File: src/eeprom_pkg.sv
package eeprom_pkg;

    // 24C16 geometry
    localparam int addr_w = 11;
    localparam int data_w = 8;

    // device type code in the top nibble of every control byte
    localparam logic [3:0] ctrl_code = 4'b1010;

    // CLK cycles per quarter SCL period
    localparam int quarter_cycles = 1;

    // one operation for the bit engine
    typedef enum logic [1:0] {
        op_start,
        op_stop,
        op_tx_byte,
        op_rx_byte
    } ee_bus_op_e;

    // latched host request
    typedef struct packed {
        logic              is_read;
        logic [addr_w-1:0] addr;
        logic [data_w-1:0] wdata;
    } ee_req_t;

    typedef struct packed {
        ee_bus_op_e        op;
        logic [data_w-1:0] tx_byte;
        logic              master_ack; // low: no ack after a received byte
    } ee_bus_cmd_t;

    // end of transaction
    typedef struct packed {
        logic [data_w-1:0] rdata;
        logic              nack;
    } ee_result_t;

endpackage

File: src/eeprom_cmd_regs.sv
`timescale 1ns/100ps

module eeprom_cmd_regs (
    input  logic                          CLK,
    input  logic                          RESET,
    input  logic                          wr,
    input  logic                          rd,
    input  logic [eeprom_pkg::addr_w-1:0] addr,
    input  logic [eeprom_pkg::data_w-1:0] wdata,
    output logic                          go,
    output eeprom_pkg::ee_req_t           req,
    input  logic                          finish,
    input  eeprom_pkg::ee_result_t        result,
    output logic                          busy,
    output logic                          done,
    output logic                          nack,
    output logic [eeprom_pkg::data_w-1:0] rdata
);
    import eeprom_pkg::*;

    logic       accept;
    ee_result_t res_q;   // held until the next done

    // strobes during a transaction are dropped
    assign accept = !busy && (wr || rd);

    assign rdata = res_q.rdata;
    assign nack  = res_q.nack;

    always_ff @(posedge CLK)
    begin
        if (RESET)
        begin
            go    <= 1'b0;
            busy  <= 1'b0;
            done  <= 1'b0;
            res_q <= '0;
        end
        else
        begin
            go   <= accept;
            done <= finish;   // one cycle after finish

            if (accept)
                busy <= 1'b1;
            else if (finish)
                busy <= 1'b0;

            if (finish)
                res_q <= result;
        end
    end

    // request fields, write wins over read
    always_ff @(posedge CLK)
    begin
        if (accept)
        begin
            req.is_read <= !wr;
            req.addr    <= addr;
            req.wdata   <= wdata;
        end
    end

endmodule

File: config.mk
export PLATFORM = sky130hd
export DESIGN_NAME = eeprom_cmd_regs
export DESIGN_NICKNAME = d
export VERILOG_FILES = /design/src/eeprom_pkg.sv /design/src/eeprom_cmd_regs.sv
export SDC_FILE = /design/constraint.sdc
export NUM_CORES = 1
export LEC_CHECK = 0
export BUFFER_PORTS_ARGS = -buffer_cell sky130_fd_sc_hd__buf_2
export CORE_MARGIN = 5
export CORE_UTILIZATION = 40
export CTS_CLUSTER_SIZE = 24
export DETAILED_ROUTE_END_ITERATION = 6
export GPL_ROUTABILITY_DRIVEN = 0
export PLACE_DENSITY_LB_ADDON = 0.15
export SLEW_MARGIN = 20
export SYNTH_ARGS = -nofsm -noshare
export SYNTH_HDL_FRONTEND = slang
export SYNTH_SLANG_ARGS = --single-unit
export TNS_END_PERCENT = 20
File: constraint.sdc
create_clock -name CLK -period 3.7 [get_ports CLK]
set_input_delay 0.185 -clock CLK [delete_from_list [all_inputs] [get_ports CLK]]
set_output_delay 0.185 -clock CLK [all_outputs]
set_load 0.05 [all_outputs]
# == Word-level counts from Yosys, hierarchy flattened ==
# Index checks and enable logic that the tools add are counted.
# op_classes
muxes,2
reduce_logical,5
# op_table
op,count
$logic_not A1 Y1,2
$mux W1,2
$reduce_bool A2 Y1,1
$logic_and A1 B1 Y1,1
$logic_or A1 B1 Y1,1
# totals
reg_bits,32
input_bits,33
out_inout_bits,32
wordCells,15

# == Logic depth before layout (Yosys ltp) ==
# Gate-level depths: netlist (run 1).
# logic_depth
depth_word,3
mapped_depth,3
ltp_nobuf,2

# == Worst setup path before layout (run 1) ==
# No wires, ideal clock.
# synth_path
path_type,register -> register
from,register busy
to,"register req[0] (netlist name), enable pin"
setup_time_ps,397
arrival_ps,1444
required_time_ps,3303
slack_ps,1859
stages_incl_launch_ff,2
n_path_buf,0
period_less_slack_ps,1841
cell_sequence,dfxtp_1 -> nor2_1
# synth_between
elab_chain_len,2
# synth_rtl
element,line_no,rtl
start: declaration,eeprom_cmd_regs.sv:14,"output logic busy,"
start signal: assignment,eeprom_cmd_regs.sv:35,busy <= 1'b0;
start signal: assignment,eeprom_cmd_regs.sv:45,busy <= 1'b1;
start signal: assignment,eeprom_cmd_regs.sv:47,busy <= 1'b0;
$logic_not A1 Y1,eeprom_cmd_regs.sv:25,assign accept = !busy && (wr || rd);
$logic_and A1 B1 Y1,eeprom_cmd_regs.sv:25,
named net accept,eeprom_cmd_regs.sv:21,logic accept;
end: declaration,eeprom_cmd_regs.sv:11,"output eeprom_pkg::ee_req_t req,"
# The timed path passes the listed nets, and every way through them passes these cells.
# A chain may end at the register's enable or synchronous reset.

# == Worst setup path in the final report (run 1) ==
# layout_path
from,register busy
to,output busy
# No word-level cell between the ends.

==> impl_results.md, run 1 <==
* Status: finished, final reports clean
* CP Launch Type: flop
* Worst R2R Setup Slack at around 2.7 ns
* Slew of the pin with the lowest slew margin at 0.289 ns
* Die area at ~3600 um2
* Setup ws final at 2.50 ns
* Setup Fix Bufs, Post-CTS at 0
* DRT Pass-1 Iters at 2
* Pwr/cell area at 515 nW/um2
* Pre-CTS setup slack at about 2.7 ns
* Worst-skew pair later-pin latency at around 0.32 ns
* Fin. Hold Viols at 0
* Data required, critical path at between 3 and 4 ns
* WL/cell at approximately 13 um
* Mapped Area at slightly above 1000 um2
* Tot GR Track Use at about an eighth
* Synth top area share at between 50% and 60%
* Final Non-Filler Cells at approximately 160
* Initial antenna violation count at 0
* Hold_sp: wdata[0]
* # IOs at 65
* YS warnings at 0
* Critical path class: flop to output pin
* Main combinational cell family by area after synthesis: multiplexers
* RSZ-0062 raised after global routing: false
* Max VDD drop at 0.000307 V
* Sequential cell area fraction in the yosys report at 82.8%
* Post-CTS sizing at 0
* Post-Route Utilization at between 50 and 60%
* Dominant cells by area after synthesis: edfxtp_1 59%, dfxtp_1 24%, mux2i_1 8.9%
* Top_reg_cell synth: edfxtp_1
* Crit end category: output pin
* Clock Path Buffers at 2
* CP arrival at 1.01 ns
* R2r endpoint: req[11]$_DFFE_PP_
* Final Cycle Share at approximately a third
* Highest-delay cell along the critical path: dfxtp_1
* Hold path cells at 1
* Number of global-route vias before repair at 670
* CP delay by family, top: flip-flops
* XOR/XNOR Fraction of Synth Area at 0%
* Commonest cells in the netlist: 20 x edfxtp_1, 12 x dfxtp_1, 11 x nor2_1, 9 x mux2i_1, 2 x nor3_1
* Largest area contributor in the netlist: edfxtp_1
* Routed Wire Length at around 2100 um
* EDFF count, synth at 20
* Gr ovfl total at 0
* Synthesized Nets at 92
* Die Span Y at roughly 60 um
* Starting density of the core at about two fifths
* Simple-Gate Fraction of Synth Area at under 10%
* Most frequent cell after synthesis: edfxtp_1
* Inserted Diodes at 0
* #FFs+latches synth at 32
* Largest net degree at the start of global routing at 21
* ANT nets after route at 0
* Leakage at 0.691 nW
* Critical-path maximum fanout at 5
* Crit path largest cell delay at 0.40 ns
* DR iter-0 viols at 17
* PortBufs at 64
* Syn Inst Count at slightly below 60
* Hold Crit Class: primary input to flop
* Max Slew Vio Count at 0
* Endpoint, Worst Hold: req[0]$_DFFE_PP_
* Clk sink count at 32
* Syn Area/Cell at around 17 um2
* CTS tree: yes
* Layout area overhead at 43.1%
* R2R depth at 2
* Share of layout cells above drive strength 1 at 52.2%
* # setup viols final at 0
* Compound-Gate Fraction of Synth Area at less than 1%
* Final Skew at 0.00431 ns
* Core area at 2450 um2
* Drt drc at 0
* Adder-cell share of the synthesized area at 0%
* Post-route setup TNS at 0 ns
* Ys async rst share at 0%
* Global-route wire length before repair at around 3000 um
* Post-DP HPWL at between 1500 and 2000 um
* Die X at about 60 um
* Reg2reg start: busy$_SDFFE_PP0P_
* Tmin final at between 1 and 1.5 ns
* Multiplexer share of the synthesized area at about 8.9%
* Placed Cells at around 150
* Worst Path Buf+Inv at 1
* Relative slew margins at between 80% and 90%
* Fin nets at 166
* Max cap viols at 0
* DR vias/cell at around 4.4
* Row Count at 18
* Htree depth at 2
* CTS Buf Count at 5
* Cell variety after synth at 10
* CTS Root Cell: clkbuf_4
* Vias at slightly above 700
* Crit-path cells: buf_2
* F_max at 835 MHz
* Worst-path clk slew at 0.09 ns
## stage by stage
stage                     cell area, um2  hold slack, ns  total power, mW
final                               1450          0.0339            0.748
after global routing                1450         0.00338            0.789
after CTS                           1410         0.00577            0.760
after detailed placement            1370           0.363            0.577
after global placement              1370           0.363            0.573
after floorplan                     1020           0.257            0.533
## placed cells by master, fill, tap and decap left out, drive strengths merged
cell type / Yosys / final
a211oi: 1 / 1
mux2i: 9 / 9
dfxtp: 12 / 12
edfxtp: 20 / 20
nor2b: 1 / 1
inv: 1 / 1
clkbuf: 0 / 7
nor3: 2 / 2
buf: 2 / 65
nor2: 11 / 11
clkinv: 0 / 1
dlygate4sd3: 0 / 4
## state kept, by name, summed over array words and instances, names as in the netlist
name   cells
req       20
busy       1
nack       1
go         1
done       1
rdata      8
## metal layers
metal | global-route usage [%] | vias to the layer above | routed length, um
met1 | 12.8 | 316 | 777
met5 | 0 | - | 0
li1 | - | 357 | -
met3 | 7.45 | 6 | 307
met4 | 7.59 | 0 | 46
met2 | 19.0 | 43 | 999
## kinds of logic after synthesis
kind of cell | Yosys count
multiplexers | 9
flip-flops | 32
AO/OA/AOI/OAI | 1
buffers and inverters | 3
AND/OR/NAND/NOR | 14
## cell type report
cell class / instances / area [um2]
timing repair buffer: 69 / 368
multi-input combinational: 24 / 155
inverter: 1 / 3.75
clock buffer: 7 / 45.0
clock inverter: 1 / 3.75
fill: 207 / 1000
tap: 30 / 37.5
sequential: 32 / 841
## timing repair
item                                   CTS  global route
setup endpoints to repair                0             0
hold buffers                             0             4
endpoints found under the hold margin    0             4
## where the power goes
part | internal, mW | switching, mW | leakage (nW)
Clock | 0.0729 | 0.105 | 0.0269
Combinational | 0.0389 | 0.116 | 0.369
Sequential | 0.407 | 0.00780 | 0.295
## worst max path at each step
stage                            from           endpoint  slack [ns]  depth (start not counted)
floorplan           busy$_SDFFE_PP0P_   req[0]$_DFFE_PP_        1.86                          1
global placement    busy$_SDFFE_PP0P_   req[7]$_DFFE_PP_        2.70                          2
detailed placement  busy$_SDFFE_PP0P_  req[11]$_DFFE_PP_        2.65                          2
CTS                 busy$_SDFFE_PP0P_               busy        2.48                          1
global route        busy$_SDFFE_PP0P_               busy        2.43                          1
finish              busy$_SDFFE_PP0P_               busy        2.50                          1
Power figures use the tool's default switching activity.
==> run 2, diff against run 1 <==
- ABC_AREA: default -> 1
- CORE_UTILIZATION: 40 -> 37
- clock period: 3.7 -> 1 ns (I/O delays scaled with it)
==> impl_results.md, run 2 <==
* Status: finished, final reports clean
* DRT Pass-1 Iters at 2 (unchanged)
* Die Span Y at 63.4 um (+5.0%)
* Drt drc at 0 (unchanged)
* Syn Area/Cell at 14.1 um2 (-18%)
* Multiplexer share of the synthesized area at 0% (-8.9 points)
* Hold path cells at 5 (+4)
* Tmin final at slightly below 1 ns
* Commonest non-fill, non-tap cell in the layout: buf_2
* PortBufs at 64 (unchanged)
* Multi-input gate area at 153 um2 (-1.6%)
* CP arrival at 1.02 ns (about the same)
* YS warnings at 0 (unchanged)
* Critical-path maximum fanout at 20 (+15)
* Seq. cell area at 845 um2 (+0.45%)
* Clk sink count at 32 (unchanged)
* Number of global-route vias before repair at 879 (+31%)
* R2R depth at 4 (+2)
* Fin nets at 207 (+25%)
* Syn Inst Count at 75 (+27%)
* CTS tree: yes
* Share of layout cells above drive strength 1 at 45.7% (-6.5 points)
* Post-route setup TNS at 0 ns (unchanged)
* Most frequent cells in the layout: 46 x buf_2, 30 x dlygate4sd3_1, 20 x edfxtp_1, 14 x nor2_1
* Total power at 3.03 mW (+310%)
* Simple-Gate Fraction of Synth Area at 9.95% (+4.3 points)
* Hold Crit Class: primary input to flop
* Largest net degree at the start of global routing at 21 (unchanged)
* EDFF count, synth at 20 (unchanged)
* Mapped Area at 1060 um2 (+3.9%)
* CP Launch Type: flop
* Most frequent cell after synthesis: edfxtp_1
* Routed Wire Length at 2600 um (+22%)
* Critical path class: flop to flop
* Tot GR Track Use at 13.4% (+1.1 points)
* Relative slew margins at 81.0% (+0.32 points)
* RSZ-0062 raised after global routing: true
* Worst-skew pair later-pin latency at 0.33 ns (about the same)
* Cell variety after synth at 12 (+2)
* ANT nets after route at 0 (unchanged)
* Max Slew Vio Count at 0 (unchanged)
* Data required, critical path at 1.04 ns (-2.47 ns)
* Worst R2R Setup Slack at 0.02 ns (-2.63 ns)
* Pwr/cell area at 1660 nW/um2 (+220%)
* Post-DP HPWL at 1580 um (+0.53%)
* Max reg flops at 20 (unchanged)
* Global-route wire length before repair at 4050 um (+33%)
* Core area at 2760 um2 (+12%)
* Fin. Hold Viols at 0 (unchanged)
* Adder-cell share of the synthesized area at 0% (unchanged)
* # setup viols final at 0 (unchanged)
* Max cap viols at 0 (unchanged)
* Largest register by flop count: req
* Final Skew at 0.00724 ns (+0.00293 ns)
* F_max at roughly 1000 MHz
* Die area at 4020 um2 (+10%)
* Crit end category: flop
* Gr ovfl total at 0 (unchanged)
* Slew of the pin with the lowest slew margin at 0.284 ns (-0.00513 ns)
* Htree depth at 2 (unchanged)
* Inserted Diodes at 0 (unchanged)
* Post-Route Utilization at 66.1% (+6.8 points)
* Row Count at 19 (+1)
* Leakage at 0.831 nW (+20%)
* Setup Fix Bufs, Post-CTS at 0 (unchanged)
* XOR/XNOR Fraction of Synth Area at 0% (unchanged)
* Worst-path clk slew at 0.09 ns (about the same)
* Main combinational cell family by area after synthesis: simple AND/OR/NAND/NOR gates
* CTS Buf Count at 5 (unchanged)
* Dominant cells by area after synthesis: edfxtp_1 57%, dfxtp_1 23%, nor2_1 5.0%
* Compound-Gate Fraction of Synth Area at 4.27% (+3.5 points)
* Layout area overhead at 72.5%
* Die X at 63.4 um (+5.0%)
* Sequential cell area fraction in the yosys report at 79.6% (-3.1 points)
* Ys async rst share at 0% (unchanged)
* Clock Path Buffers at 2 (unchanged)
* # IOs at 65 (unchanged)
* Synthesized Nets at 108 (+17%)
* Filler instances at 213 (+2.9%)
* Hold WS at 0.0799 ns (+0.0461 ns)
* WL/cell at 12.6 um (-2.8%)
* Final Cycle Share at slightly below 100%
* Commonest cells in the netlist: 20 x edfxtp_1, 14 x nor2_1, 12 x dfxtp_1, 9 x o21ai_0, 6 x inv_1
* Placed cell area at 1410 um2 (+3.2%)
* Initial antenna violation count at 0 (unchanged)
* Starting density of the core at 38.3% (-3.1 points)
* Top_reg_cell synth: edfxtp_1
* Largest area contributor in the netlist: edfxtp_1
* DR vias/cell at 4.36 (-0.98%)
* #FFs+latches synth at 32 (unchanged)
* CTS Root Cell: clkbuf_4
* Vias at 898 (+24%)
* Max VDD drop at 0.00148 V (+380%)
* Synth top area share at 56.9% (-2.2 points)
* DR iter-0 viols at 20 (+3)
* Post-route cell area at 1820 um2 (+25%)
[run 2: changes by cell type in the layout (fill, tap and decap cells not counted), moves of 3 or more]
cell | previous run | this run
nor2_1 | 11 | 14
mux2i_1 | 9 | 0
buf_4 | 1 | 7
buf_2 | 64 | 46
dlygate4sd3_1 | 4 | 30
clkbuf_4 | 5 | 11
inv_1 | 1 | 4
o21ai_0 | 0 | 9
nor2_2 | 0 | 5
buf_6 | 0 | 5
[run 2: area by class of cell]
cell class              instances  area share, %
clock buffers                   7           2.47
clock inverters                 1          0.206
multi-input cells              33           8.38
flip-flops and latches         32           46.4
well taps                      31           2.13
repair buffers                 95           38.7
inverters                       7           1.79
[run 2: per-layer routing]
| metal | wire length, um | vias to the layer above | GRT usage (%) | part of all wire, % |
|---|---|---|---|---|
| met3 | 310 | 7 | 8.35 | 12 |
| met2 | 1310 | 44 | 21.4 | 50 |
| met4 | 49 | 0 | 6.23 | 1.9 |
| li1 | - | 445 | - | - |
| met5 | 0 | - | 0 | 0 |
| met1 | 929 | 402 | 13.8 | 36 |
[run 2: final timing paths]
check | start | endpoint
max reg2reg | busy$_SDFFE_PP0P_ | req[12]$_DFFE_PP_
max | busy$_SDFFE_PP0P_ | req[12]$_DFFE_PP_
min reg2reg | busy$_SDFFE_PP0P_ | busy$_SDFFE_PP0P_
min | wr | go$_SDFF_PP0_
[run 2: power breakdown]
group	total (mW)	internal, mW	switching [mW]	leakage (nW)
clock	0.661	0.270	0.391	0.0269
sequential	1.57	1.53	0.0375	0.297
combinational	0.804	0.274	0.530	0.508
total	3.03	2.07	0.959	0.831
[run 2: cell families (layout without fill, tap and decap cells)]
family | count (synthesis) | in the layout
AO/OA/AOI/OAI | 9 | 9
AND/OR/NAND/NOR | 24 | 24
flip-flops | 32 | 32
buffers and inverters | 10 | 110
[run 2: repair_timing]
item	CTS	global route
resized for setup	4	27
hold buffers	30	0
pin swaps	0	0
hold endpoints to repair	30	0
endpoints found under the setup margin	4	45
[run 2: critical path, stage by stage, from the launching register on]
cell,delay (ns)
dfxtp_4,0.36
inv_2,0.05
nand2_2,0.05
clkinvlp_4,0.07
buf_12,0.15
[run 2: per-stage QoR]
stage | worst slack, ns | std cells
floorplan | -0.170 | 75
global placement | 0.0463 | 168
detailed placement | 0.0311 | 168
CTS | 0.00270 | 206
global route | -0.0382 | 206
finish | 0.0151 | 206
