### src/eeprom_pkg.sv
package eeprom_pkg;

    // 24C16 geometry
    localparam int addr_w = 11;
    localparam int data_w = 8;

    // device type code in the top nibble of every control byte
    localparam logic [3:0] ctrl_code = 4'b1010;

    // CLK cycles per quarter SCL period
    localparam int quarter_cycles = 1;

    // one operation for the bit engine
    typedef enum logic [1:0] {
        op_start,
        op_stop,
        op_tx_byte,
        op_rx_byte
    } ee_bus_op_e;

    // latched host request
    typedef struct packed {
        logic              is_read;
        logic [addr_w-1:0] addr;
        logic [data_w-1:0] wdata;
    } ee_req_t;

    typedef struct packed {
        ee_bus_op_e        op;
        logic [data_w-1:0] tx_byte;
        logic              master_ack; // low: no ack after a received byte
    } ee_bus_cmd_t;

    // end of transaction
    typedef struct packed {
        logic [data_w-1:0] rdata;
        logic              nack;
    } ee_result_t;

endpackage

### src/eeprom_sequencer.sv
`timescale 1ns/100ps

module eeprom_sequencer (
    input  logic                          CLK,
    input  logic                          RESET,
    input  logic                          go,
    input  eeprom_pkg::ee_req_t           req,
    output logic                          finish,
    output eeprom_pkg::ee_result_t        result,
    output logic                          op_go,
    output eeprom_pkg::ee_bus_cmd_t       bus_cmd,
    input  logic                          op_done,
    input  logic [eeprom_pkg::data_w-1:0] rx_byte,
    input  logic                          ack_seen
);
    import eeprom_pkg::*;

    typedef enum logic [3:0] {
        s_idle,
        s_start,
        s_ctrl_w,
        s_addr,
        s_data,
        s_rstart,
        s_ctrl_r,
        s_read,
        s_stop
    } seq_state_e;

    seq_state_e        st;
    seq_state_e        nxt_st;
    logic              issue;       // launch nxt_cmd next cycle
    ee_bus_cmd_t       nxt_cmd;
    logic              flag_nack;
    logic              fin_nxt;
    logic              tx_state;
    logic [data_w-1:0] ctrl_wr;
    logic [data_w-1:0] ctrl_rd;

    function automatic ee_bus_cmd_t mk_cmd(ee_bus_op_e op, logic [data_w-1:0] b, logic ack);
        ee_bus_cmd_t c;
        c.op         = op;
        c.tx_byte    = b;
        c.master_ack = ack;
        return c;
    endfunction

    // block select travels in the control byte
    assign ctrl_wr = {ctrl_code, req.addr[addr_w-1:8], 1'b0};
    assign ctrl_rd = {ctrl_code, req.addr[addr_w-1:8], 1'b1};

    // states whose op was a transmitted byte
    assign tx_state = (st == s_ctrl_w) || (st == s_addr) || (st == s_data) || (st == s_ctrl_r);

    always_comb
    begin
        nxt_st    = st;
        issue     = 1'b0;
        nxt_cmd   = mk_cmd(op_stop, '0, 1'b0);
        flag_nack = 1'b0;
        fin_nxt   = 1'b0;

        if (op_done && tx_state && !ack_seen)
        begin
            // no slave ack, straight to stop
            flag_nack = 1'b1;
            issue     = 1'b1;
            nxt_st    = s_stop;
        end
        else if (st == s_idle)
        begin
            if (go)
            begin
                issue   = 1'b1;
                nxt_cmd = mk_cmd(op_start, '0, 1'b0);
                nxt_st  = s_start;
            end
        end
        else if (op_done)
        begin
            issue = 1'b1;
            case (st)
                s_start:  begin nxt_cmd = mk_cmd(op_tx_byte, ctrl_wr, 1'b0); nxt_st = s_ctrl_w; end
                s_ctrl_w: begin nxt_cmd = mk_cmd(op_tx_byte, req.addr[7:0], 1'b0); nxt_st = s_addr; end
                s_addr:
                begin
                    if (req.is_read)
                    begin
                        nxt_cmd = mk_cmd(op_start, '0, 1'b0);   // repeated start
                        nxt_st  = s_rstart;
                    end
                    else
                    begin
                        nxt_cmd = mk_cmd(op_tx_byte, req.wdata, 1'b0);
                        nxt_st  = s_data;
                    end
                end
                s_rstart: begin nxt_cmd = mk_cmd(op_tx_byte, ctrl_rd, 1'b0); nxt_st = s_ctrl_r; end
                s_ctrl_r: begin nxt_cmd = mk_cmd(op_rx_byte, '0, 1'b0); nxt_st = s_read; end
                s_stop:
                begin
                    issue   = 1'b0;
                    fin_nxt = 1'b1;
                    nxt_st  = s_idle;
                end
                default:  nxt_st = s_stop;   // data or read byte done
            endcase
        end
    end

    always_ff @(posedge CLK)
    begin
        if (RESET)
        begin
            st     <= s_idle;
            op_go  <= 1'b0;
            finish <= 1'b0;
        end
        else
        begin
            st     <= nxt_st;
            op_go  <= issue;
            finish <= fin_nxt;
        end
    end

    always_ff @(posedge CLK)
    begin
        if (issue)
            bus_cmd <= nxt_cmd;

        if (st == s_idle && go)
            result <= '0;   // writes report rdata 0
        else if (flag_nack)
            result.nack <= 1'b1;
        else if (st == s_read && op_done)
            result.rdata <= rx_byte;
    end

endmodule

### config.mk
export PLATFORM = sky130hd
export DESIGN_NAME = eeprom_sequencer
export DESIGN_NICKNAME = d
export VERILOG_FILES = /design/src/eeprom_pkg.sv /design/src/eeprom_sequencer.sv
export SDC_FILE = /design/constraint.sdc
export NUM_CORES = 1
export LEC_CHECK = 0
export BUFFER_PORTS_ARGS = -buffer_cell sky130_fd_sc_hd__buf_4
export CAP_MARGIN = 20
export CORE_UTILIZATION = 40
export CTS_CLUSTER_DIAMETER = 60
export DETAILED_ROUTE_END_ITERATION = 7
export PLACE_DENSITY = 0.69
export SLEW_MARGIN = 30
export SYNTH_ARGS = -nofsm -noshare
export SYNTH_HDL_FRONTEND = slang
export SYNTH_SLANG_ARGS = --single-unit
### constraint.sdc
create_clock -name CLK -period 1.65 [get_ports CLK]
set_input_delay 0.33 -clock CLK [delete_from_list [all_inputs] [get_ports CLK]]
set_output_delay 0.33 -clock CLK [all_outputs]
set_load 0.01 [all_outputs]
Yosys cells after proc, flatten, opt, wreduce, memory -nomap -nowiden:

Index checks and enable logic that the tools add are counted.

* equal/unequal tests: 10
* mux-type cells: 18
* bitwise gates (word level): 2
* reductions and logical operators: 16

Operators with widths (number)
* $pmux 11 s5: 1
* $mux 11: 3
* $pmux 4 s6: 1
* $eq 4x3->1 const B: 4
* $mux 4: 4
* $mux 10: 1
* $eq 4x2->1 const B: 2
* $mux 1: 8
* $reduce_and 2->1: 3
* $eq 4x1->1 const B: 1
* $eq 4x4->1 const B: 1
* $logic_and 1x1->1: 4
* $logic_not 4->1: 1
* $reduce_or 4->1: 1
* $logic_or 1x1->1: 3
* $ne 3x3->1 const B: 1
* $reduce_bool 3->1: 1
* $ne 2x2->1 const B: 1
* $not 1->1: 2
* $reduce_bool 2->1: 1
* $reduce_or 2->1: 1
* $logic_not 1->1: 1

* bits of input ports: 33
* output and inout port bits: 22
* register bits: 26
* logic and storage cells: 55

Logic depth before layout (Yosys ltp):

Gate-level depths: netlist of run 1.

* depth in word-level cells: 9
* gate-level depth with buffers: 6
* gate-level depth less buffers: 4

Least setup slack after synthesis of run 1:

Ideal clock, no wire load.

* path type: register -> register
* from: register st[0]
* to: register bus_cmd[10] (netlist name), enable pin
* period minus slack after synthesis: 1.359 ns
* setup time: 0.317 ns
* required time: 1.333 ns
* slack: 0.291 ns
* arrival: 1.041 ns
* cell stages (with the launch flop): 4
* buffers on the path: 1
* cell sequence: dfxtp_1 -> buf_4 -> o31ai_1 -> nand2_1

* longest elaborated chain between the ends: 7
* elaborated cells on any way between the ends: 15
* those cells by class: eq/ne: 5; mux: 4; reduce/logical: 6

Ends and longest elaborated chain
* from (decl): RTL line eeprom_sequencer.sv:30 `seq_state_e st;`
* from (signal assigned): RTL line eeprom_sequencer.sv:115 `st <= s_idle;`
* from (signal assigned): RTL line eeprom_sequencer.sv:121 `st <= nxt_st;`
* $eq 4x2->1: RTL line eeprom_sequencer.sv:53 `assign tx_state = (st == s_ctrl_w) || (st == s_addr) || (st == s_data) || (st == s_ctrl_r);`
* $logic_or 1x1->1 (3 in series): RTL line eeprom_sequencer.sv:53
* $logic_and 1x1->1 (2 in series): RTL line eeprom_sequencer.sv:63 `if (op_done && tx_state && !ack_seen)`
* $mux 1 *: RTL line eeprom_sequencer.sv:63
* via issue: RTL line eeprom_sequencer.sv:32 `logic issue;`
* to (signal assigned): RTL line eeprom_sequencer.sv:130 `bus_cmd <= nxt_cmd;`
* to (decl): RTL line eeprom_sequencer.sv:11 `output eeprom_pkg::ee_bus_cmd_t bus_cmd,`

The timed path passes the listed nets; every way through them passes the cells marked *.
A chain may end at the register's enable or synchronous reset.

Worst setup path in the final report of run 1:

* from: register st[2]
* to: register bus_cmd[6] (netlist name) (data pin)

* longest elaborated chain between the ends: 6
* elaborated cells on any way between the ends: 15
* those cells by class: eq/ne: 6; mux: 3; reduce/logical: 6

Ends and longest elaborated chain
* parallel branches: the longest is 6 deep, another holds $pmux 11 s5

Several ways; the timed one is not identified.

==> results_tabular.tex, run 1 <==
\begin{tabular}{lr}
\hline
Metric & Value \\
\hline
\multicolumn{2}{l}{\textbf{STA}} \\
Unrepaired setup endpoints after global routing & false \\
Min cycle time layout & 1.52 ns \\
Finish-stage setup viols & 0 \\
Max Freq & 656 MHz \\
Final-layout setup total negative slack & 0 ns \\
Count of final hold-check violations & 0 \\
Final count of pins violating max slew & 0 \\
Fin crit share & 0.924 \\
Skew final & 0.000667 ns \\
Worst hold slack after final layout & 0.187 ns \\
Setup slack after layout & 0.126 ns \\
\multicolumn{2}{l}{\textbf{Place}} \\
Worst setup slack after placement & 0.152 ns \\
Last weighted congestion value of the routability-driven placer & 0.904 \\
Detailed Place HPWL & 2.47 mm \\
Number of port buffers & 53 \\
\multicolumn{2}{l}{\textbf{Clock network}} \\
Num Clock Sinks & 25 \\
CTS tree & built \\
H-tree depth reported by CTS & 1 \\
Number of buffers inserted by post-CTS setup repair & 0 \\
Maximum clock insertion buffer count & 2 \\
Total CTS buffers & 3 \\
Cell at the root of the clock tree & clkbuf\_4 \\
Clock network latency to the later pin of the worst-skew pair & 0.32 ns \\
Clock transition at the registers of the reported paths & 0.14 ns \\
\multicolumn{2}{l}{\textbf{Die}} \\
Core Footprint & 3080 sq um \\
Number of I/O pins & 55 \\
Chip Width & 59.3 um \\
Vertical die dimension & 59.3 um \\
Starting density of the core & 0.426 \\
Overall die area & 3510 sq um \\
Number of cell rows & 20 \\
\multicolumn{2}{l}{\textbf{Synth}} \\
Leading area contributor after synthesis & dfxtp\_1 \\
Number of enable flip-flop cells after synthesis & 10 \\
Synth Instances & 132 \\
Post-synth top flop & dfxtp\_1 \\
Combinational family with the most area after synthesis & simple AND/OR/NAND/NOR gates \\
Nets in the synthesized netlist & 165 \\
Mapped Area & 1310 sq um \\
Sequential fraction of the synthesis area & 0.458 \\
Warning count from the yosys run & 0 \\
Post-synth cell types & 44 \\
Share of synthesized area spent on multiplexers & 0.0611 \\
Area share of the largest cell type after synthesis & 0.229 \\
Average footprint of a synthesized cell & 9.93 sq um \\
Flip-flop and latch count after synthesis & 25 \\
Post-synthesis simple-gate area fraction & 0.226 \\
Post-synthesis adder-cell area fraction & 0 \\
Area contributors post-synth & dfxtp\_1 (23\%), edfxtp\_1 (23\%), mux2i\_1 (6.1\%), nor2\_1 (4.3\%), nand2\_1 (3.1\%) \\
Async set or reset register ratio after synthesis & 0 \\
Fraction of synthesized cell area in xor and xnor cells & 0 \\
Top cells by instance count after synthesis & dfxtp\_1 (15), nor2\_1 (15), nand2\_1 (11) \\
Synth Area in Compound Gates & 0.194 \\
\multicolumn{2}{l}{\textbf{Global routing}} \\
Initial antenna violation count & 0 \\
Total routing usage reported by global routing & 0.191 \\
Pin count of the biggest net entering global routing & 16 \\
Wire length of the first global-routing pass & 5.03 mm \\
Overflow left after global routing & 0 \\
Via count of the first global-routing pass & 1,096 \\
\multicolumn{2}{l}{\textbf{Critical path}} \\
Cell chain of the critical path & nand2b\_2, nor3\_1, buf\_4, a221oi\_1, nor2\_2 \\
Critical Path RT & 1.74 ns \\
Kind of start point of the critical path & register \\
Critical Path AT & 1.62 ns \\
Crit Path Max Fanout & 8 \\
Delay contributed by the slowest stage of the critical path & 0.50 ns \\
Type of the worst setup path & register to register \\
Endpoint class of the critical path & register \\
Slowest library cell on the worst path & dfxtp\_1 \\
\multicolumn{2}{l}{\textbf{Finish}} \\
Fill cells & 281 \\
Layout overhead on the synthesized area & 39.0\% \\
Number of nets in the layout & 225 \\
Diode count & 0 \\
Share of layout cells above drive strength 1 & 0.466 \\
\multicolumn{2}{l}{\textbf{Power and ir drop}} \\
Worst IR drop on VDD & 1040 uV \\
Power Dens Cells & 1360 nW/um\^{}2 \\
Static leakage & 0.000808 uW \\
\multicolumn{2}{l}{\textbf{Detailed routing}} \\
DRT Wirelength & 3.09 mm \\
Number of nets with antenna violations after routing & 0 \\
Average detailed-routed wire length per instance & 13.2 um \\
Final routed DRC violation total & 0 \\
Iter 0 DRT Violations & 21 \\
Mean number of vias per cell & 5.01 \\
Number of vias after detailed routing & 1,178 \\
Initial DRT Pass Iterations & 4 \\
\multicolumn{2}{l}{\textbf{Flow run}} \\
Count of max-cap constraint violations & 0 \\
\multicolumn{2}{l}{\textbf{Outcome}} \\
Status & completed \\
\multicolumn{2}{l}{\textbf{Worst hold path}} \\
Hold/Removal Path Class & input pin to register \\
\hline
\end{tabular}
cells in the final DEF, fill, tap and decap left out, drive strengths merged:
cell type	count
a211o	1
a211oi	4
a21boi	1
a21o	1
a21oi	10
a221oi	2
a22oi	2
a2bb2oi	1
a31oi	1
a32o	3
a32oi	1
and2	1
and2b	2
and3	1
and4	1
buf	64
clkbuf	3
clkinvlp	1
conb	1
dfxtp	15
edfxtp	10
inv	4
mux2i	8
nand2	11
nand2b	4
nand3	3
nor2	22
nor2b	2
nor3	4
o22ai	1
o31ai	1
o32a	1
o41ai	1
or2	3
metrics by stage:
step                instances  area (sq um)  utilization  power, uW
floorplan                 132          1310            -       1730
finish                    235          1820        0.592       2480
global route              235          1820        0.592       2650
global placement          231          1790        0.580       2180
CTS                       235          1820        0.590       2490
detailed placement        231          1790        0.580       2200
cell families (layout without fill, tap and decap cells):
family | after synthesis | count (layout)
compound gates | 31 | 31
buf+inv | 13 | 72
flops | 25 | 25
mux | 8 | 8
other cells | 1 | 1
simple gates | 54 | 54
layout make-up:
cell class	count	area [sq um]	area share
Timing Repair Buffer	64	480	0.264
Clock buffer	3	22.5	0.0124
Inverter	4	15.0	0.00824
Multi-Input combinational cell	94	641	0.351
Sequential cell	25	602	0.330
Clock inverter	1	7.51	0.00412
Tap cell	44	55.1	0.0302
power breakdown:
part           internal (uW)  switching (uW)  total (uW)  leakage (uW)
Sequential               852             105         956      0.000222
Combinational            595             643        1240      0.000572
Clock                   92.6             191         283     0.0000139
Total                   1540             938        2480      0.000808
flip-flops by register name, summed over array words and instances, names as in the netlist:
name and cells:
bus_cmd 10, finish 1, op_go 1, st 4, result 9
metal layers:
metal  track usage  vias up  wire [um]
li1              -      592          -
met1         0.235      545       1370
met2         0.339       37       1530
met3        0.0240        4        172
met4        0.0714        0         27
met5             0        -          0
path summary, 6_finish.rpt:
kind                            cells past startpoint       from  slack (ns)    endpoint
worst max-delay path                                5      st[2]        0.13  bus_cmd[6]
worst min-delay path                                2      RESET        0.19       st[2]
worst max register to register                      5      st[2]        0.13  bus_cmd[6]
worst min register to register                      2  result[0]        0.50   result[0]
worst max-delay path, delay by kind of cell, from the launching register on:
kind	cells	cell delay (ns)
compound gates	1	0.30
buf+inv	1	0.15
flops	1	0.50
simple gates	3	0.35
what timing repair did:
| item | 4_1_cts | 5_1_grt |
|---|---|---|
| hold buffers | 0 | 0 |
| endpoints found under the setup margin | 0 | 9 |
| resized for setup | 0 | 2 |
Note: power is estimated with default switching activity, not from simulation.
==> inputs of run 2 (changes only) <==
Settings changed: ABC_AREA set to 1, PLACE_DENSITY 0.69 to 0.7.
==> results_tabular.tex, run 2 <==
\begin{tabular}{lr}
\hline
Metric & Value \\
\hline
\multicolumn{2}{l}{\textbf{STA}} \\
Count of final hold-check violations & 0 (unchanged) \\
Fin crit share & 0.879 (-0.0444) \\
Max Freq & 689 MHz (+5.1\%) \\
Finish-stage setup viols & 0 (unchanged) \\
Unrepaired setup endpoints after global routing & false \\
Final-layout setup total negative slack & 0 ns (unchanged) \\
Final count of pins violating max slew & 0 (unchanged) \\
Skew final & 0.00773 ns (+0.00707 ns) \\
Min cycle time layout & 1.45 ns (-0.0733 ns) \\
\multicolumn{2}{l}{\textbf{Critical path}} \\
Total stage count of the critical path & 6 (+1) \\
CP endpoint & st[1] \\
Crit Path Max Fanout & 11 (+3) \\
Critical Path RT & 1.90 ns (+0.16 ns) \\
Endpoint class of the critical path & register \\
Critical Path AT & 1.71 ns (+0.09 ns) \\
Reg2Reg Depth & 6 (+1) \\
Worst reg-to-reg setup slack & 0.20 ns (+0.07 ns) \\
Delay contributed by the slowest stage of the critical path & 0.38 ns (-0.12 ns) \\
Reg-to-reg critical path endpoint & st[1] \\
Kind of start point of the critical path & register \\
Type of the worst setup path & register to register \\
Beginning of the worst register-to-register path & st[3] \\
Cell chain of the critical path & nor2\_2, nand3\_1, buf\_4, nand2\_1, nand4\_1, a21oi\_1 \\
Critical path's top delay family & simple AND/OR/NAND/NOR gates \\
Total buffers and inverters traversed by the critical path & 1 (unchanged) \\
Slowest library cell on the worst path & dfxtp\_1 \\
Setup crit start & st[3] \\
\multicolumn{2}{l}{\textbf{Die}} \\
Core Footprint & 2810 sq um (-8.9\%) \\
Vertical die dimension & 57.1 um (-3.7\%) \\
Overall die area & 3260 sq um (-7.2\%) \\
Starting density of the core & 0.433 (+0.00663) \\
Number of cell rows & 19 (-5.0\%) \\
Number of I/O pins & 55 (unchanged) \\
Chip Width & 57.1 um (-3.7\%) \\
\multicolumn{2}{l}{\textbf{Global routing}} \\
Wire length of the first global-routing pass & 5.17 mm (+2.7\%) \\
Overflow left after global routing & 0 (unchanged) \\
Total routing usage reported by global routing & 0.201 (+0.0104) \\
Initial antenna violation count & 0 (unchanged) \\
Via count of the first global-routing pass & 1,182 (+7.8\%) \\
Pin count of the biggest net entering global routing & 15 (-1) \\
\multicolumn{2}{l}{\textbf{Clock network}} \\
Clock transition at the registers of the reported paths & 0.14 ns (about the same) \\
Cts hold-fix bufs & 0 (unchanged) \\
Clock network latency to the later pin of the worst-skew pair & 0.32 ns (about the same) \\
Maximum clock insertion buffer count & 2 (unchanged) \\
Number of buffers inserted by post-CTS setup repair & 0 (unchanged) \\
Post-cts resize count & 0 (unchanged) \\
Num Clock Sinks & 25 (unchanged) \\
Cell at the root of the clock tree & clkbuf\_4 \\
H-tree depth reported by CTS & 1 (unchanged) \\
Total CTS buffers & 3 (unchanged) \\
CTS tree & built \\
\multicolumn{2}{l}{\textbf{Detailed routing}} \\
Final routed DRC violation total & 2 (+2) \\
Mean number of vias per cell & 5.34 (+6.6\%) \\
Number of nets with antenna violations after routing & 0 (unchanged) \\
Iter 0 DRT Violations & 36 (+71\%) \\
DRT Wirelength & 3.15 mm (+1.7\%) \\
Initial DRT Pass Iterations & 6 (+2) \\
Average detailed-routed wire length per instance & 13.2 um (+0.46\%) \\
Number of vias after detailed routing & 1,272 (+8.0\%) \\
\multicolumn{2}{l}{\textbf{Synth}} \\
Area contributors post-synth & dfxtp\_1 (25\%), edfxtp\_1 (25\%), nand3\_1 (10\%), nor2\_1 (6.8\%), nand2\_1 (6.5\%) \\
Nets in the synthesized netlist & 182 (+10\%) \\
Synth Instances & 149 (+13\%) \\
Number of enable flip-flop cells after synthesis & 10 (unchanged) \\
Post-synth top flop & dfxtp\_1 \\
Area share of the largest cell type after synthesis & 0.247 (+0.0184) \\
Top cells by instance count after synthesis & nand3\_1 (25), nor2\_1 (22), nand2\_1 (21) \\
Sequential fraction of the synthesis area & 0.495 (+0.0368) \\
Flip-flop and latch count after synthesis & 25 (unchanged) \\
Mapped Area & 1210 sq um (-7.4\%) \\
Warning count from the yosys run & 0 (unchanged) \\
Post-synth cell types & 25 (-43\%) \\
Leading cell type by number of instances after synthesis & nand3\_1 \\
Async set or reset register ratio after synthesis & 0 (unchanged) \\
Average footprint of a synthesized cell & 8.15 sq um (-18\%) \\
Leading area contributor after synthesis & dfxtp\_1 \\
\multicolumn{2}{l}{\textbf{Power and ir drop}} \\
Power Dens Cells & 1360 nW/um\^{}2 (about the same) \\
Worst IR drop on VDD & 757 uV (-27\%) \\
Static leakage & 0.000762 uW (-5.7\%) \\
\multicolumn{2}{l}{\textbf{Finish}} \\
Most used cells in the layout excluding fill and tap cells & buf\_4 (58), nand3\_1 (25), nor2\_1 (22), nand2\_1 (21), dfxtp\_1 (15) \\
Regs by FF count & bus\_cmd x10, result x9, st x4 \\
Flip-flop count of the largest register after layout & 10 (unchanged) \\
Largest register by flop count & bus\_cmd \\
Diode count & 0 (unchanged) \\
Share of layout cells above drive strength 1 & 0.372 (-0.0940) \\
Layout overhead on the synthesized area & 38.6\% \\
Number of nets in the layout & 241 (+7.1\%) \\
Number of standard cells in the final layout excluding fillers & 238 (+1.3\%) \\
Most frequent standard cell in the layout excluding fill and tap cells & buf\_4 \\
Post-route cell area & 1680 sq um (-7.8\%) \\
\multicolumn{2}{l}{\textbf{Place}} \\
Number of port buffers & 53 (unchanged) \\
Last weighted congestion value of the routability-driven placer & 0.901 (-0.28\%) \\
Detailed Place HPWL & 2.46 mm (-0.30\%) \\
Placed standard-cell area & 1650 sq um (-7.4\%) \\
Post-placement cell count & 234 (+1.3\%) \\
\multicolumn{2}{l}{\textbf{Outcome}} \\
Violated checks & DRC \\
Status & complete, but fails checks \\
\multicolumn{2}{l}{\textbf{Worst hold path}} \\
Origin of the worst min-delay path & RESET \\
Hold/Removal Path Class & input pin to register \\
\multicolumn{2}{l}{\textbf{Flow run}} \\
Count of max-cap constraint violations & 0 (unchanged) \\
\hline
\end{tabular}
## run 2: worst min path at each step
stage / cells after the start / endpoint
6_report: 2 / st[3]
4_1_cts: 2 / st[3]
2_1_floorplan: 1 / st[3]
3_5_place_dp: 2 / result[0]
5_1_grt: 2 / st[3]
3_3_place_gp: 2 / result[0]
## run 2: final cells by class
cell class / instances / area (sq um)
Clock buffer: 3 / 22.5
Clock inverter: 1 / 5.00
Fill cell: 276 / 1120
Inverter: 15 / 57.6
Multi-Input combinational cell: 105 / 522
Sequential cell: 25 / 601
Tap cell: 31 / 38.8
Timing Repair Buffer: 58 / 435
## run 2: worst register-to-register path, delay by kind of cell (launching register included)
kind,cells,cell delay [ns]
flip-flops,1,0.38
buffers and inverters,1,0.19
AO/OA/AOI/OAI,1,0.15
AND/OR/NAND/NOR,4,0.67
## run 2: kinds of logic after synthesis
group / synth area share
buf+inv: 0.0753
simple gates: 0.319
compound gates: 0.108
flops: 0.495
other cells: 0.00309
## run 2: power by group
part           internal (uW)  leakage (uW)  total (uW)  switching [uW]
clock                   90.8     0.0000177         274             183
combinational            440      0.000522        1090             649
sequential               845      0.000222         922            77.1
## run 2: per-layer routing
metal  track usage  share of wire
met1         0.254           0.43
met2         0.348           0.50
met3        0.0363          0.058
met4        0.0697          0.014
met5             0              0
## run 2: per-stage QoR
step,power (uW),hold WS (ns),util,worst slack [ns]
floorplan,1600,0.392,-,0.141
global placement,1990,0.448,0.590,0.292
detailed placement,2020,0.456,0.590,0.236
CTS,2280,0.163,0.599,0.207
global route,2430,0.145,0.599,0.0775
finish,2280,0.162,0.599,0.199
